`config.mk`:
```
export PLATFORM = sky130hd
export DESIGN_NAME = periph_sub
export DESIGN_NICKNAME = d
export VERILOG_FILES = /design/src/logic/periph_pkg.sv /design/src/logic/apb_ctrl.sv /design/src/logic/gpio_block.sv /design/src/logic/periph_sub.sv /design/src/logic/spi_engine.sv
export SDC_FILE = /design/constraint.sdc
export NUM_CORES = 1
export LEC_CHECK = 0
export BUFFER_PORTS_ARGS = -buffer_cell sky130_fd_sc_hd__buf_2
export CORE_UTILIZATION = 56
export DETAILED_ROUTE_END_ITERATION = 10
export PLACE_DENSITY = 0.8
export SYNTH_ARGS = -nofsm -noshare
export SYNTH_HDL_FRONTEND = slang
export SYNTH_HIERARCHICAL = 1
export SYNTH_SLANG_ARGS = --single-unit
```
`constraint.sdc`:
```
create_clock -name clk -period 3.41 [get_ports clk]
set_input_delay 0.1705 -clock clk [delete_from_list [all_inputs] [get_ports clk]]
set_output_delay 0.1705 -clock clk [all_outputs]
set_load 0.03 [all_outputs]
```
`src/logic/periph_pkg.sv`:
```
package periph_pkg;

  // APB port widths
  localparam int ADDR_W = 12;
  localparam int DATA_W = 32;

  // chip select 0 is the flash, 1 is the SD card
  localparam int SPI_CS_NUM = 2;

  // register identifiers, decoded once in apb_ctrl
  typedef enum logic [3:0] {
    REG_NONE,
    SPI_CTRL,
    SPI_TXDATA,
    SPI_RXDATA,
    SPI_STATUS,
    GPIO_OUT,
    GPIO_OE,
    GPIO_IN,
    GPIO_IRQ_EN,
    GPIO_IRQ_STAT
  } reg_id_e;

  // byte offsets of the register map
  localparam logic [ADDR_W-1:0] SPI_CTRL_OFF      = 12'h000;
  localparam logic [ADDR_W-1:0] SPI_TXDATA_OFF    = 12'h004;
  localparam logic [ADDR_W-1:0] SPI_RXDATA_OFF    = 12'h008;
  localparam logic [ADDR_W-1:0] SPI_STATUS_OFF    = 12'h00C;
  localparam logic [ADDR_W-1:0] GPIO_OUT_OFF      = 12'h100;
  localparam logic [ADDR_W-1:0] GPIO_OE_OFF       = 12'h104;
  localparam logic [ADDR_W-1:0] GPIO_IN_OFF       = 12'h108;
  localparam logic [ADDR_W-1:0] GPIO_IRQ_EN_OFF   = 12'h10C;
  localparam logic [ADDR_W-1:0] GPIO_IRQ_STAT_OFF = 12'h110;

  // SPI shifter states
  typedef enum logic [1:0] {
    IDLE,
    LEAD,
    SHIFT
  } spi_state_e;

endpackage

```
`src/logic/apb_ctrl.sv`:
```
`timescale 1ns/1ps

module apb_ctrl (
  input  logic                            clk,
  input  logic                            rst_n,
  input  logic [periph_pkg::ADDR_W-1:0]   paddr,
  input  logic                            psel,
  input  logic                            penable,
  input  logic                            pwrite,
  input  logic [periph_pkg::DATA_W-1:0]   pwdata,
  output logic                            pready,
  output logic [periph_pkg::DATA_W-1:0]   prdata,
  output logic                            pslverr,
  output periph_pkg::reg_id_e             reg_id,
  output logic [periph_pkg::DATA_W-1:0]   wdata,
  output logic                            spi_we,
  output logic                            gpio_we,
  input  logic [periph_pkg::DATA_W-1:0]   spi_rdata,
  input  logic [periph_pkg::DATA_W-1:0]   gpio_rdata
);

  import periph_pkg::*;

  logic setup_q;
  logic access;
  logic is_spi;
  logic is_gpio;

  // remembers that the previous cycle was a setup phase
  always_ff @(posedge clk) begin
    if (!rst_n) begin
      setup_q <= 1'b0;
    end else begin
      setup_q <= psel & ~penable;
    end
  end

  // only an access phase that follows a setup phase counts
  assign access = psel & penable & setup_q;

  // address map
  always_comb begin
    case (paddr)
      SPI_CTRL_OFF:      reg_id = SPI_CTRL;
      SPI_TXDATA_OFF:    reg_id = SPI_TXDATA;
      SPI_RXDATA_OFF:    reg_id = SPI_RXDATA;
      SPI_STATUS_OFF:    reg_id = SPI_STATUS;
      GPIO_OUT_OFF:      reg_id = GPIO_OUT;
      GPIO_OE_OFF:       reg_id = GPIO_OE;
      GPIO_IN_OFF:       reg_id = GPIO_IN;
      GPIO_IRQ_EN_OFF:   reg_id = GPIO_IRQ_EN;
      GPIO_IRQ_STAT_OFF: reg_id = GPIO_IRQ_STAT;
      default:           reg_id = REG_NONE;
    endcase
  end

  assign is_spi  = reg_id inside {SPI_CTRL, SPI_TXDATA, SPI_RXDATA, SPI_STATUS};
  assign is_gpio = reg_id inside {GPIO_OUT, GPIO_OE, GPIO_IN, GPIO_IRQ_EN, GPIO_IRQ_STAT};

  // write strobes go to the owning block only
  assign wdata   = pwdata;
  assign spi_we  = access & pwrite & is_spi;
  assign gpio_we = access & pwrite & is_gpio;

  // no wait states
  assign pready = 1'b1;

  always_comb begin
    if (is_spi) begin
      prdata = spi_rdata;
    end else if (is_gpio) begin
      prdata = gpio_rdata;
    end else begin
      prdata = '0;
    end
  end

  assign pslverr = access & (reg_id == REG_NONE);

endmodule

```
`src/logic/gpio_block.sv`:
```
`timescale 1ns/1ps

module gpio_block #(
  parameter int GPIO_W = 8
) (
  input  logic                          clk,
  input  logic                          rst_n,
  input  periph_pkg::reg_id_e           reg_id,
  input  logic [periph_pkg::DATA_W-1:0] wdata,
  input  logic                          we,
  output logic [periph_pkg::DATA_W-1:0] rdata,
  input  logic [GPIO_W-1:0]             gpio_i,
  output logic [GPIO_W-1:0]             gpio_o,
  output logic [GPIO_W-1:0]             gpio_oe,
  input  logic                          spi_done,
  output logic                          irq
);

  import periph_pkg::*;

  logic [GPIO_W-1:0] sync1_q;
  logic [GPIO_W-1:0] sync2_q;
  logic [GPIO_W-1:0] prev_q;
  logic              done_prev_q;
  logic [GPIO_W:0]   irq_en_q;
  logic [GPIO_W:0]   irq_stat_q;
  logic [GPIO_W:0]   irq_set;
  logic [GPIO_W:0]   irq_clr;

  // bit GPIO_W is the SPI completion source
  assign irq_set = {spi_done & ~done_prev_q, sync2_q & ~prev_q};
  assign irq_clr = (we && reg_id == GPIO_IRQ_STAT) ? wdata[GPIO_W:0] : '0;

  always_ff @(posedge clk) begin
    if (!rst_n) begin
      gpio_o      <= '0;
      gpio_oe     <= '0;
      sync1_q     <= '0;
      sync2_q     <= '0;
      prev_q      <= '0;
      done_prev_q <= 1'b0;
      irq_en_q    <= '0;
      irq_stat_q  <= '0;
      irq         <= 1'b0;
    end else begin
      sync1_q     <= gpio_i;
      sync2_q     <= sync1_q;
      prev_q      <= sync2_q;
      done_prev_q <= spi_done;

      if (we && reg_id == GPIO_OUT) begin
        gpio_o <= wdata[GPIO_W-1:0];
      end
      if (we && reg_id == GPIO_OE) begin
        gpio_oe <= wdata[GPIO_W-1:0];
      end
      if (we && reg_id == GPIO_IRQ_EN) begin
        irq_en_q <= wdata[GPIO_W:0];
      end

      // a new edge wins over a clear in the same cycle
      irq_stat_q <= (irq_stat_q & ~irq_clr) | irq_set;

      irq <= |(irq_stat_q & irq_en_q);
    end
  end

  always_comb begin
    case (reg_id)
      GPIO_OUT:      rdata = DATA_W'(gpio_o);
      GPIO_OE:       rdata = DATA_W'(gpio_oe);
      GPIO_IN:       rdata = DATA_W'(sync2_q);
      GPIO_IRQ_EN:   rdata = DATA_W'(irq_en_q);
      GPIO_IRQ_STAT: rdata = DATA_W'(irq_stat_q);
      default:       rdata = '0;
    endcase
  end

endmodule

```
`src/logic/periph_sub.sv`:
```
`timescale 1ns/1ps

module periph_sub #(
  parameter int GPIO_W = 8
) (
  input  logic                              clk,
  input  logic                              rst_n,
  // APB slave
  input  logic [periph_pkg::ADDR_W-1:0]     paddr,
  input  logic                              psel,
  input  logic                              penable,
  input  logic                              pwrite,
  input  logic [periph_pkg::DATA_W-1:0]     pwdata,
  output logic                              pready,
  output logic [periph_pkg::DATA_W-1:0]     prdata,
  output logic                              pslverr,
  // SPI master
  output logic                              spi_clk,
  output logic [periph_pkg::SPI_CS_NUM-1:0] spi_cs,
  output logic                              spi_mosi,
  input  logic                              spi_miso,
  // GPIO pads
  input  logic [GPIO_W-1:0]                 gpio_i,
  output logic [GPIO_W-1:0]                 gpio_o,
  output logic [GPIO_W-1:0]                 gpio_oe,
  output logic                              irq
);

  import periph_pkg::*;

  reg_id_e             reg_id;
  logic [DATA_W-1:0]   wdata;
  logic                spi_we;
  logic                gpio_we;
  logic [DATA_W-1:0]   spi_rdata;
  logic [DATA_W-1:0]   gpio_rdata;
  logic                spi_done;

  apb_ctrl i_apb_ctrl (
    .clk        (clk),
    .rst_n      (rst_n),
    .paddr      (paddr),
    .psel       (psel),
    .penable    (penable),
    .pwrite     (pwrite),
    .pwdata     (pwdata),
    .pready     (pready),
    .prdata     (prdata),
    .pslverr    (pslverr),
    .reg_id     (reg_id),
    .wdata      (wdata),
    .spi_we     (spi_we),
    .gpio_we    (gpio_we),
    .spi_rdata  (spi_rdata),
    .gpio_rdata (gpio_rdata)
  );

  spi_engine i_spi_engine (
    .clk      (clk),
    .rst_n    (rst_n),
    .reg_id   (reg_id),
    .wdata    (wdata),
    .we       (spi_we),
    .rdata    (spi_rdata),
    .spi_done (spi_done),
    .spi_clk  (spi_clk),
    .spi_mosi (spi_mosi),
    .spi_cs   (spi_cs),
    .spi_miso (spi_miso)
  );

  // SPI completion is an interrupt source of the GPIO block
  gpio_block #(
    .GPIO_W (GPIO_W)
  ) i_gpio_block (
    .clk      (clk),
    .rst_n    (rst_n),
    .reg_id   (reg_id),
    .wdata    (wdata),
    .we       (gpio_we),
    .rdata    (gpio_rdata),
    .gpio_i   (gpio_i),
    .gpio_o   (gpio_o),
    .gpio_oe  (gpio_oe),
    .spi_done (spi_done),
    .irq      (irq)
  );

endmodule

```
`src/logic/spi_engine.sv`:
```
`timescale 1ns/1ps

module spi_engine (
  input  logic                              clk,
  input  logic                              rst_n,
  input  periph_pkg::reg_id_e               reg_id,
  input  logic [periph_pkg::DATA_W-1:0]     wdata,
  input  logic                              we,
  output logic [periph_pkg::DATA_W-1:0]     rdata,
  output logic                              spi_done,
  output logic                              spi_clk,
  output logic                              spi_mosi,
  output logic [periph_pkg::SPI_CS_NUM-1:0] spi_cs,
  input  logic                              spi_miso
);

  import periph_pkg::*;

  spi_state_e  state_q;
  logic [7:0]  div_q;
  logic        cs_sel_q;
  logic [7:0]  rx_q;
  logic        done_q;
  logic [7:0]  cnt_q;
  logic [3:0]  bit_cnt_q;
  logic [7:0]  shift_q;
  logic        miso_q;

  logic        busy;
  logic        start;
  logic        half_end;
  logic        rise_evt;
  logic        fall_evt;
  logic        done_evt;

  assign busy     = (state_q != IDLE);
  assign start    = we && (reg_id == SPI_TXDATA) && !busy;
  assign half_end = (cnt_q == div_q);

  // spi_clk edges, each one ends a half period of DIV+1 cycles
  assign rise_evt = half_end && ((state_q == LEAD) ||
                    (state_q == SHIFT && !spi_clk && bit_cnt_q != 4'd8));
  assign fall_evt = half_end && (state_q == SHIFT) && spi_clk;
  // trailing half period after the 8th falling edge
  assign done_evt = half_end && (state_q == SHIFT) && !spi_clk && (bit_cnt_q == 4'd8);

  always_ff @(posedge clk) begin
    if (!rst_n) begin
      state_q   <= IDLE;
      div_q     <= '0;
      cs_sel_q  <= 1'b0;
      rx_q      <= '0;
      done_q    <= 1'b0;
      cnt_q     <= '0;
      bit_cnt_q <= '0;
      spi_clk   <= 1'b0;
      spi_mosi  <= 1'b0;
      spi_cs    <= '1;
    end else begin
      // config is frozen while a byte is on the wire
      if (we && reg_id == SPI_CTRL && !busy) begin
        div_q    <= wdata[15:8];
        cs_sel_q <= wdata[0];
      end
      if (we && reg_id == SPI_STATUS && wdata[1]) begin
        done_q <= 1'b0;
      end

      case (state_q)
        IDLE: begin
          if (start) begin
            state_q   <= LEAD;
            cnt_q     <= '0;
            bit_cnt_q <= '0;
            spi_cs    <= ~(SPI_CS_NUM'(1) << cs_sel_q);
            // MSB must be valid before the first rising edge
            spi_mosi  <= wdata[7];
          end
        end
        default: begin
          if (half_end) begin
            cnt_q <= '0;
          end else begin
            cnt_q <= cnt_q + 8'd1;
          end
          if (rise_evt) begin
            spi_clk <= 1'b1;
            state_q <= SHIFT;
          end
          if (fall_evt) begin
            spi_clk   <= 1'b0;
            spi_mosi  <= shift_q[6];
            bit_cnt_q <= bit_cnt_q + 4'd1;
          end
          if (done_evt) begin
            state_q  <= IDLE;
            spi_cs   <= '1;
            spi_mosi <= 1'b0;
            rx_q     <= shift_q;
            done_q   <= 1'b1;
          end
        end
      endcase
    end
  end

  // one register shifts tx out and rx in
  always_ff @(posedge clk) begin
    if (start) begin
      shift_q <= wdata[7:0];
    end else if (fall_evt) begin
      shift_q <= {shift_q[6:0], miso_q};
    end
    if (rise_evt) begin
      miso_q <= spi_miso;
    end
  end

  assign spi_done = done_q;

  always_comb begin
    case (reg_id)
      SPI_CTRL:   rdata = {16'b0, div_q, 7'b0, cs_sel_q};
      SPI_RXDATA: rdata = {24'b0, rx_q};
      SPI_STATUS: rdata = {30'b0, done_q, busy};
      default:    rdata = '0;
    endcase
  end

endmodule

```
==> flow_metrics.py <==
metrics = {
    "run_status": {
        "outcome": "completed",
    },
    "global_route": {
        "grt_pass1_vias": 4878,
        "gr-usage-all-layers_pct": 26.8,
        "grt_pass1_wl_um": 23500,
        "grt.overflow.total": 0,
        "antenna_found_initial": 0,
        "grt_max_degree": 68,
    },
    "pwr": {
        "ir_worst_vdd_uv": 298,
        "power-per-cell-area_nw_per_um2": 354,
        "power.leakage_nw": 2.60,
    },
    "timing": {
        "tightest_slew_ns": 0.659,
        "slew_headroom_pct": 56.0,
        "setup_viol": 0,
        "worst_slack_ns": 0.453,
        "fmax_mhz": 338,
        "finalCritPeriodShare_pct": 86.7,
        "hold_viol": 0,
        "slew_viol_final": 0,
        "skew_ns": 0.00844,
        "fin_crit_ns": 2.96,
        "setup-tns-final_ns": 0,
        "rsz0062_at_grt": "false",
    },
    "setup_path": {
        "rr_startpoint": "i_apb_ctrl/setup_q",
        "critical_path.startpoint_type": "primary input",
        "crit_type": "primary input to output pin",
        "crit_required_ns": 3.24,
        "cp.arrival_ns": 2.79,
        "cp_max_fo": 24,
        "worstReg2RegEnd": "i_spi_engine/shift_q[1]",
        "end_kind": "output pin",
        "ff2ff_path_depth": 5,
        "rrSetupSlack_ns": 1.18,
    },
    "synth": {
        "netlist_area_sq_um": 5940,
        "synthCells": 680,
        "yosysWarnings": 6,
        "avgSynthCellArea_sq_um": 8.74,
    },
    "placed_design": {
        "hpwl_um": 10400,
        "dp.cells": 844,
        "routabilityCongestion": 0.947,
        "post_dp_cell_area_sq_um": 6090,
        "dp_slack_ns": 0.168,
        "portBuffers": 79,
    },
    "clock_tree": {
        "cts_inserted_buffers": 9,
        "clockBufferDepth": 2,
        "worst_setup_hold_path_clk_slew_ns": 0.10,
        "cts_setup_buffers": 0,
        "htree_levels": 3,
        "cts-root-buf": "clkbuf_8",
        "cts_tree": "yes",
        "clock_latency_ns": 0.39,
        "cts.sinks": 106,
    },
    "routing": {
        "wl_per_cell_um": 16.6,
        "via_count": 4987,
        "drt-pass1-iter-count": 7,
        "routed_wl_um": 14500,
        "drc": 0,
        "drt_iter0_drc": 432,
        "viasPerCell": 5.74,
        "antenna_left": 0,
    },
    "min_path": {
        "hold_end": "i_spi_engine/div_q[6]",
        "holdCritPathClass": "primary input to flop",
        "hp-start": "pwdata[14]",
        "whs_path_depth": 3,
    },
    "layout": {
        "syn2layout_area_growth_pct": 7.54,
        "diodes": 0,
        "final_cells": 869,
        "layout.nets": 789,
        "fin_area_sq_um": 6390,
        "mostFrequentLayoutCells": "dfxtp_1, buf_2, nand2_1",
        "final_common_cell": "dfxtp_1",
        "layout-drive-gt1-share_pct": 18.4,
        "reg_top3": "i_gpio_block/irq_en_q x9, i_gpio_block/irq_stat_q x9",
    },
    "floorplan": {
        "die_area_sq_um": 11000,
        "core_sq_um": 10300,
        "io-pin-count": 113,
        "start_util_pct": 57.6,
        "row_count": 37,
        "fp.dieW_um": 105,
        "die_h_um": 105,
    },
    "run": {
        "max_cap_violations": 0,
    },
}
[final cells by class]
type / count / area (sq um)
clock buffers: 9 / 124
clock inverters: 7 / 90.1
fillers: 904 / 3930
inverters: 16 / 60.1
multi-input cells: 495 / 3150
flip-flops and latches: 106 / 2210
well taps: 136 / 170
repair buffers: 100 / 588
[worst max-delay path: stages]
cell      delay (ns)
buf_2           0.11
nor4_2          0.41
nand2_2         0.32
a211oi_2        0.35
buf_12          0.21
nor2b_1         0.23
buf_4           0.19
a22oi_1         0.14
o211ai_1        0.20
a32oi_1         0.12
nor2_1          0.10
buf_2           0.22
[power by group]
part	total, mW	switching (mW)	internal (mW)
registers	1.28	0.00935	1.27
logic	0.145	0.0881	0.0571
clock network	0.839	0.479	0.359
[per-layer routing]
| metal | GRT usage, % | up-vias | part of all wire (%) |
|---|---|---|---|
| li1 | - | 2410 | - |
| met1 | 34.4 | 2346 | 44 |
| met2 | 44.8 | 207 | 47 |
| met3 | 4.93 | 24 | 6.4 |
| met4 | 9.46 | 0 | 2.0 |
| met5 | 0 | - | 0 |
[worst max-delay path by stage]
| stage | from | to | slack, ns | cells after the start |
|---|---|---|---|---|
| floorplan | paddr[1] | prdata[7] | 0.43 | 10 |
| global placement | paddr[1] | i_spi_engine/div_q[4] | 0.40 | 9 |
| detailed placement | paddr[6] | i_spi_engine/div_q[5] | 0.17 | 9 |
| CTS | paddr[6] | prdata[0] | 0.45 | 12 |
| global route | paddr[6] | prdata[12] | 0.22 | 10 |
| finish | paddr[6] | prdata[0] | 0.45 | 12 |
[stage by stage]
step                      hold WS, ns  power, mW  util [%]
after floorplan                 0.269       1.44         -
after global placement          0.350       1.44      59.0
after detailed placement        0.351       1.44      59.0
after CTS                      0.0346       2.28      61.9
after global routing           0.0502       2.35      61.9
final                          0.0500       2.26      61.9
[timing repair]
action / 4_1_cts / 5_1_grt
gates resized for setup: 0 / 0
setup endpoints to repair: 0 / 0
endpoints found under the hold margin: 9 / 0
hold buffers: 9 / 0
No activity file was read; power rests on OpenSTA's default activity.
